$ cat src/perf_pkg.sv
package perf_pkg;

  localparam int NUM_CTRS      = 8;
  localparam int CTR_ID_W      = 3;
  localparam int CNT_W_DEFAULT = 32;

  // counter ids in readout order
  typedef enum logic [CTR_ID_W-1:0]
  {
    CTR_CYCLES   = 3'd0, // non-frozen cycles
    CTR_DMEM     = 3'd1,
    CTR_RSRV     = 3'd2,
    CTR_DX       = 3'd3,
    CTR_REDIRECT = 3'd4,
    CTR_IMEM     = 3'd5,
    CTR_IN_FULL  = 3'd6, // input buffer full
    CTR_OUT_FULL = 3'd7  // output buffer full
  } perf_ctr_e;

endpackage
$ cat src/tile_perf_monitor.sv
`timescale 1ns/1ps

module tile_perf_monitor
#(
  parameter int cnt_w = perf_pkg::CNT_W_DEFAULT
)
(
  input  logic                clk_i,
  input  logic                rst_n_i,
  input  logic                freeze_i,
  input  logic                imem_wait_i,
  input  logic                dmem_wait_i,
  input  logic                dmem_en_i,
  input  logic                rsrv_stall_i,
  input  logic                dx_stall_i,
  input  logic                redirect_i,
  input  logic                in_full_i,
  input  logic                out_full_i,
  input  logic                dump_i,
  output logic                rpt_v_o,
  output perf_pkg::perf_ctr_e rpt_id_o,
  output logic [cnt_w-1:0]    rpt_count_o
);

  logic imem_wait_s;
  logic dmem_wait_s;
  logic dmem_en_s;
  logic rsrv_stall_s;
  logic dx_stall_s;
  logic redirect_s;
  logic in_full_s;
  logic out_full_s;
  logic cnt_en;
  logic clr_s1; // clear out of stage 1
  logic clr_s2; // clear out of stage 2

  logic [perf_pkg::NUM_CTRS-1:0] inc;
  perf_pkg::perf_ctr_e           rd_id;
  logic [cnt_w-1:0]              rd_count;

  perf_event_sample u_sample
  (
    .clk_i          (clk_i),
    .rst_n_i        (rst_n_i),
    .freeze_i       (freeze_i),
    .imem_wait_i    (imem_wait_i),
    .dmem_wait_i    (dmem_wait_i),
    .dmem_en_i      (dmem_en_i),
    .rsrv_stall_i   (rsrv_stall_i),
    .dx_stall_i     (dx_stall_i),
    .redirect_i     (redirect_i),
    .in_full_i      (in_full_i),
    .out_full_i     (out_full_i),
    .imem_wait_s_o  (imem_wait_s),
    .dmem_wait_s_o  (dmem_wait_s),
    .dmem_en_s_o    (dmem_en_s),
    .rsrv_stall_s_o (rsrv_stall_s),
    .dx_stall_s_o   (dx_stall_s),
    .redirect_s_o   (redirect_s),
    .in_full_s_o    (in_full_s),
    .out_full_s_o   (out_full_s),
    .cnt_en_o       (cnt_en),
    .clr_o          (clr_s1)
  );

  perf_stall_classify u_classify
  (
    .clk_i          (clk_i),
    .rst_n_i        (rst_n_i),
    .imem_wait_s_i  (imem_wait_s),
    .dmem_wait_s_i  (dmem_wait_s),
    .dmem_en_s_i    (dmem_en_s),
    .rsrv_stall_s_i (rsrv_stall_s),
    .dx_stall_s_i   (dx_stall_s),
    .redirect_s_i   (redirect_s),
    .in_full_s_i    (in_full_s),
    .out_full_s_i   (out_full_s),
    .cnt_en_i       (cnt_en),
    .clr_i          (clr_s1),
    .inc_o          (inc),
    .clr_o          (clr_s2)
  );

  perf_counter_bank #(.cnt_w(cnt_w)) u_bank
  (
    .clk_i      (clk_i),
    .rst_n_i    (rst_n_i),
    .inc_i      (inc),
    .clr_i      (clr_s2),
    .rd_id_i    (rd_id),
    .rd_count_o (rd_count)
  );

  perf_report_seq #(.cnt_w(cnt_w)) u_report
  (
    .clk_i       (clk_i),
    .rst_n_i     (rst_n_i),
    .dump_i      (dump_i),
    .rd_count_i  (rd_count),
    .rd_id_o     (rd_id),
    .rpt_v_o     (rpt_v_o),
    .rpt_id_o    (rpt_id_o),
    .rpt_count_o (rpt_count_o)
  );

endmodule

$ cat src/perf_report_seq.sv
`timescale 1ns/1ps

module perf_report_seq
#(
  parameter int cnt_w = 32
)
(
  input  logic                clk_i,
  input  logic                rst_n_i,
  input  logic                dump_i,
  input  logic [cnt_w-1:0]    rd_count_i,
  output perf_pkg::perf_ctr_e rd_id_o,
  output logic                rpt_v_o,
  output perf_pkg::perf_ctr_e rpt_id_o,
  output logic [cnt_w-1:0]    rpt_count_o
);

  typedef enum logic
  {
    RPT_IDLE,
    RPT_SEND
  } rpt_state_e;

  rpt_state_e          state_q;
  perf_pkg::perf_ctr_e rd_id_q;

  assign rd_id_o = rd_id_q;

  always_ff @(posedge clk_i)
  begin
    if (!rst_n_i)
    begin
      state_q <= RPT_IDLE;
      rd_id_q <= perf_pkg::CTR_CYCLES;
    end
    else
    begin
      case (state_q)
        RPT_IDLE:
        begin
          if (dump_i)
          begin
            state_q <= RPT_SEND;
            rd_id_q <= perf_pkg::CTR_CYCLES;
          end
        end
        RPT_SEND:
        begin
          rd_id_q <= perf_pkg::perf_ctr_e'(rd_id_q + 1'b1);
          if (rd_id_q == perf_pkg::CTR_OUT_FULL)
            state_q <= RPT_IDLE; // last counter sent
        end
        default: state_q <= RPT_IDLE;
      endcase
    end
  end

  // one beat per send cycle
  always_ff @(posedge clk_i)
  begin
    if (!rst_n_i)
      rpt_v_o <= 1'b0;
    else
      rpt_v_o <= (state_q == RPT_SEND);
  end

  always_ff @(posedge clk_i)
  begin
    rpt_id_o    <= rd_id_q;
    rpt_count_o <= rd_count_i; // live value of the indexed counter
  end

endmodule

$ cat src/perf_counter_bank.sv
`timescale 1ns/1ps

module perf_counter_bank
#(
  parameter int cnt_w = 32
)
(
  input  logic                          clk_i,
  input  logic                          rst_n_i,
  input  logic [perf_pkg::NUM_CTRS-1:0] inc_i,
  input  logic                          clr_i,
  input  perf_pkg::perf_ctr_e           rd_id_i,
  output logic [cnt_w-1:0]              rd_count_o
);

  logic [cnt_w-1:0] cnt_q [perf_pkg::NUM_CTRS];

  // clear beats any increment in the same cycle
  always_ff @(posedge clk_i)
  begin
    if (!rst_n_i || clr_i)
    begin
      for (int i = 0; i < perf_pkg::NUM_CTRS; i++)
      begin
        cnt_q[i] <= '0;
      end
    end
    else
    begin
      for (int i = 0; i < perf_pkg::NUM_CTRS; i++)
      begin
        if (inc_i[i])
          cnt_q[i] <= cnt_q[i] + 1'b1; // wraps
      end
    end
  end

  assign rd_count_o = cnt_q[rd_id_i];

endmodule

$ cat src/perf_stall_classify.sv
`timescale 1ns/1ps

module perf_stall_classify
(
  input  logic                          clk_i,
  input  logic                          rst_n_i,
  input  logic                          imem_wait_s_i,
  input  logic                          dmem_wait_s_i,
  input  logic                          dmem_en_s_i,
  input  logic                          rsrv_stall_s_i,
  input  logic                          dx_stall_s_i,
  input  logic                          redirect_s_i,
  input  logic                          in_full_s_i,
  input  logic                          out_full_s_i,
  input  logic                          cnt_en_i,
  input  logic                          clr_i,
  output logic [perf_pkg::NUM_CTRS-1:0] inc_o,
  output logic                          clr_o
);

  logic [perf_pkg::NUM_CTRS-1:0] inc_d;

  always_comb
  begin
    inc_d = '0;
    if (cnt_en_i)
    begin
      inc_d[perf_pkg::CTR_CYCLES]   = 1'b1;
      inc_d[perf_pkg::CTR_IMEM]     = imem_wait_s_i;
      inc_d[perf_pkg::CTR_IN_FULL]  = in_full_s_i;
      inc_d[perf_pkg::CTR_OUT_FULL] = out_full_s_i;
      // dmem wins the exclusive group
      if (dmem_wait_s_i && dmem_en_s_i)
        inc_d[perf_pkg::CTR_DMEM] = 1'b1;
      else if (rsrv_stall_s_i)
        inc_d[perf_pkg::CTR_RSRV] = 1'b1;
      else if (dx_stall_s_i)
        inc_d[perf_pkg::CTR_DX] = 1'b1;
      else if (redirect_s_i)
        inc_d[perf_pkg::CTR_REDIRECT] = 1'b1;
    end
  end

  always_ff @(posedge clk_i)
  begin
    if (!rst_n_i)
    begin
      inc_o <= '0;
      clr_o <= 1'b0;
    end
    else
    begin
      inc_o <= inc_d;
      clr_o <= clr_i; // keeps clear aligned with inc
    end
  end

endmodule

$ cat src/perf_event_sample.sv
`timescale 1ns/1ps

module perf_event_sample
(
  input  logic clk_i,
  input  logic rst_n_i,
  input  logic freeze_i,
  input  logic imem_wait_i,
  input  logic dmem_wait_i,
  input  logic dmem_en_i,
  input  logic rsrv_stall_i,
  input  logic dx_stall_i,
  input  logic redirect_i,
  input  logic in_full_i,
  input  logic out_full_i,
  output logic imem_wait_s_o,
  output logic dmem_wait_s_o,
  output logic dmem_en_s_o,
  output logic rsrv_stall_s_o,
  output logic dx_stall_s_o,
  output logic redirect_s_o,
  output logic in_full_s_o,
  output logic out_full_s_o,
  output logic cnt_en_o,
  output logic clr_o
);

  logic freeze_q; // freeze from the previous edge
  logic clr_d;

  assign clr_d = freeze_q & ~freeze_i; // falling edge of freeze

  always_ff @(posedge clk_i)
  begin
    if (!rst_n_i)
    begin
      freeze_q <= 1'b1; // first unfreeze after reset clears too
      cnt_en_o <= 1'b0;
      clr_o    <= 1'b0;
    end
    else
    begin
      freeze_q <= freeze_i;
      cnt_en_o <= ~freeze_i & ~clr_d; // clear cycle is not counted
      clr_o    <= clr_d;
    end
  end

  always_ff @(posedge clk_i)
  begin
    imem_wait_s_o  <= imem_wait_i;
    dmem_wait_s_o  <= dmem_wait_i;
    dmem_en_s_o    <= dmem_en_i;
    rsrv_stall_s_o <= rsrv_stall_i;
    dx_stall_s_o   <= dx_stall_i;
    redirect_s_o   <= redirect_i;
    in_full_s_o    <= in_full_i;
    out_full_s_o   <= out_full_i;
  end

endmodule

$ cat config.mk
export PLATFORM = sky130hd
export DESIGN_NAME = tile_perf_monitor
export DESIGN_NICKNAME = d
export VERILOG_FILES = /design/src/perf_pkg.sv /design/src/tile_perf_monitor.sv /design/src/perf_report_seq.sv /design/src/perf_counter_bank.sv /design/src/perf_stall_classify.sv /design/src/perf_event_sample.sv
export SDC_FILE = /design/constraint.sdc
export NUM_CORES = 1
export LEC_CHECK = 0
export ABC_CLOCK_PERIOD_IN_PS = 5700
export BUFFER_PORTS_ARGS = -buffer_cell sky130_fd_sc_hd__buf_2
export CORE_MARGIN = 2
export CORE_UTILIZATION = 40
export CTS_CLUSTER_SIZE = 28
export DETAILED_ROUTE_END_ITERATION = 8
export PLACE_DENSITY = 0.62
export SYNTH_ARGS = -nofsm -noshare
export SYNTH_HDL_FRONTEND = slang
export SYNTH_HIERARCHICAL = 1
export SYNTH_SLANG_ARGS = --single-unit
$ cat constraint.sdc
create_clock -name clk_i -period 5.7 [get_ports clk_i]
set_input_delay 0.285 -clock clk_i [delete_from_list [all_inputs] [get_ports clk_i]]
set_output_delay 0.285 -clock clk_i [all_outputs]
set_load 0.05 [all_outputs]
==> impl_metrics.env <==
export IMPL_outcome="completed"
export IMPL_synth_seq_cells=316
export IMPL_clk_pin_slew_ns=0.06
export IMPL_total_power_mw=5.68
export IMPL_vias_per_cell=6.22
export IMPL_cts_htree_levels=2
export IMPL_core_mm2=0.0441
export IMPL_synthFlopType="edfxtp_1"
export IMPL_max_slew_margin_rel_pct=18.9
export IMPL_antenna_found_initial=0
export IMPL_synthesis_instances=1611
export IMPL_grt_busiest_layer="met2"
export IMPL_synth_nets=1633
export IMPL_die_x_um=215
export IMPL_use_met2_pct=31.2
export IMPL_dp_cells=2174
export IMPL_io_pins=48
export IMPL_cts_sinks=316
export IMPL_drt_iter0_drc=1433
export IMPL_worst_pin_slew_ns=1.21
export IMPL_routabilityCongestion=0.895
export IMPL_io_buffers=47
export IMPL_antenna_cells=0
export IMPL_hold_viol_final=0
export IMPL_seq_area_frac_synth_pct=49.8
export IMPL_yosysMostFrequentCell="edfxtp_1"
export IMPL_nFillCells=4108
export IMPL_ys_async_sr_fraction_pct=0
export IMPL_dieArea_mm2=0.0463
export IMPL_min_path_type="in2reg"
export IMPL_crit_type="reg2reg"
export IMPL_placementRows=77
export IMPL_clk_path_buf_depth=3
export IMPL_syn_avg_cell_area_um2=11.1
export IMPL_grt_max_degree=60
export IMPL_p_leak_nw=6.21
export IMPL_die_h_um=215
export IMPL_finalMaxSlewViolations=0
export IMPL_grt_pass1_wl_mm=75.8
export IMPL_vias=13990
export IMPL_arrival_ns=3.03
export IMPL_grt_met1_usage_pct=31.1
export IMPL_fmax_mhz=375
export IMPL_syn2layout_area_growth_pct=11.5
export IMPL_endpoint_kind="register"
export IMPL_start_util_pct=40.4
export IMPL_finalNonFillerCells=2251
export IMPL_irDropWorstVdd_mv=0.185
export IMPL_first_pass_iters=6
export IMPL_cpMaxStageDelayCell="nand4b_1"
export IMPL_wl_per_cell_um=21.9
export IMPL_grt_overflow_total=0
export IMPL_synth_commonest_cells="256 x edfxtp_1, 124 x a21oi_1, 121 x nor2_1"
export IMPL_netlist_area_leader_share_pct=43.1
export IMPL_period_share_pct=46.8
export IMPL_cts_resized=0
export IMPL_synth_cell_types=59
export IMPL_nets=1652
export IMPL_syn_area_mm2=0.0178
export IMPL_cap_violations=0
export IMPL_ys_top_cells_by_area="edfxtp_1 43%, mux4_2 8.0%, dfxtp_1 6.7%, or4_1 3.8%, a21oi_1 3.5%"
export IMPL_grtUsageMet3_pct=2.56
export IMPL_rsz0062_at_grt="false"
export IMPL_clock_skew_ns=0.0283
export IMPL_worstSetupStartpointType="register"
export IMPL_powerDensity_mw_per_mm2=286
export IMPL_drive_above_1_share_pct=14.5
export IMPL_required_ns=6.07
export IMPL_finalCriticalPeriod_ns=2.66
export IMPL_clockRootBuffer="clkbuf_16"
export IMPL_max_stage_delay_ns=0.72
export IMPL_hpwl_mm=34.5
export IMPL_first_global_vias=12859
export IMPL_fin_util_pct=45.1
export IMPL_synth_top_area_cell="edfxtp_1"
export IMPL_grt_use_total_pct=20.9
export IMPL_cts_buffers=37
export IMPL_synth_edf_count=256
export IMPL_synth_warnings=6
export IMPL_drc=0
export IMPL_setup_viol=0
export IMPL_wl_mm=49.3
export IMPL_detail_route_antenna_nets=0
export IMPL_crit_chain="ha_1 > nand3_1 > nand4b_1 > or4_1 > a21oi_1"
export IMPL_cts_tree="yes"
export IMPL_fin_tns_setup_ns=0
export IMPL_clock_latency_ns=0.56
export IMPL_crit_fanout=16
## what timing repair did
item,CTS,global route
buffers inserted,0,0
hold buffers,9,0
endpoints found under the hold margin,10,0
## layout make-up
class	count	area [um2]	share of cell area, %
clock buffers	54	1120	5.63
well taps	592	741	3.73
repair buffers	71	438	2.20
flip-flops and latches	316	8900	44.7
inverters	26	97.6	0.491
multi-input cells	1178	8490	42.7
clock inverters	14	98.8	0.497
## sequential cells by signal, indices dropped and copies added (netlist names), 3 cells and up
signal,flops
u_bank/cnt_q,256
u_classify/inc_o,8
u_report/rd_id_o,3
u_report/rpt_count_o,32
u_report/rpt_id_o,3
## critical path, delay by kind of cell (launching register included)
kind	cells	cell delay, ns
compound gates	1	0.18
fa+ha+maj	1	0.21
simple gates	3	1.64
flops	1	0.43
## per-layer routing
| metal | wire (um) | vias up |
|---|---|---|
| met1 | 22600 | 6865 |
| met3 | 3420 | 83 |
| met2 | 21900 | 619 |
| met5 | 0 | - |
| li1 | - | 6423 |
| met4 | 1420 | 0 |
## per-stage QoR
| step | setup slack (ns) | hold slack (ns) | area, um2 |
|---|---|---|---|
| 6_report | 3.04 | 0.0306 | 19900 |
| 5_1_grt | 2.85 | 0.0318 | 19900 |
| 4_1_cts | 3.09 | 0.0126 | 19900 |
| 3_5_place_dp | 2.99 | 0.389 | 18600 |
| 3_3_place_gp | 3.03 | 0.388 | 18600 |
| 2_1_floorplan | 3.49 | 0.313 | 17800 |
## cells in the final DEF (no fill, tap or decap), types with 8 or more instances in the layout
cell,count
and3_1,35
mux2_2,34
nor4_1,32
nand2_1,94
nand3_1,97
buf_2,47
or3_1,37
and4_1,33
o31ai_1,82
a21oi_1,124
ha_1,10
and2_1,13
inv_1,26
dlygate4sd3_1,9
nand4_1,74
clkbuf_16,41
buf_4,15
o21ai_0,39
xor2_1,44
mux4_2,63
edfxtp_1,256
nand2b_1,18
or4_1,90
nor2_1,121
clkbuf_1,8
xnor2_1,51
dfxtp_1,58
nor3_1,20
## final timing paths
kind,startpoint,endpoint,slack (ns),cells after the start
max reg2reg,u_bank/cnt_q[3][0]$_SDFFCE_PN0P_,u_bank/cnt_q[3][24]$_SDFFCE_PN0P_,3.04,5
min,dump_i,u_report/state_q$_SDFF_PN0_,0.03,3
max,u_bank/cnt_q[3][0]$_SDFFCE_PN0P_,u_bank/cnt_q[3][24]$_SDFFCE_PN0P_,3.04,5
min reg2reg,u_report/rd_id_o[2]$_SDFFE_PN0P_,u_report/rpt_id_o[2]$_DFF_P_,0.41,0
## power by group
group	internal [mW]	switching [mW]	total [mW]	leakage (nW)
Combinational	0.173	0.282	0.454	2.42
Clock	1.41	0.987	2.40	0.606
Sequential	2.64	0.187	2.83	3.18
Total	4.23	1.46	5.68	6.21
## kinds of logic after synthesis
logic type / share of synthesized area, %
compound gates: 9.26
xor+xnor: 4.67
fa+ha+maj: 0.702
buf+inv: 2.59
flops: 49.8
mux: 10.6
simple gates: 22.3
Note: power is estimated with default switching activity, not from simulation.
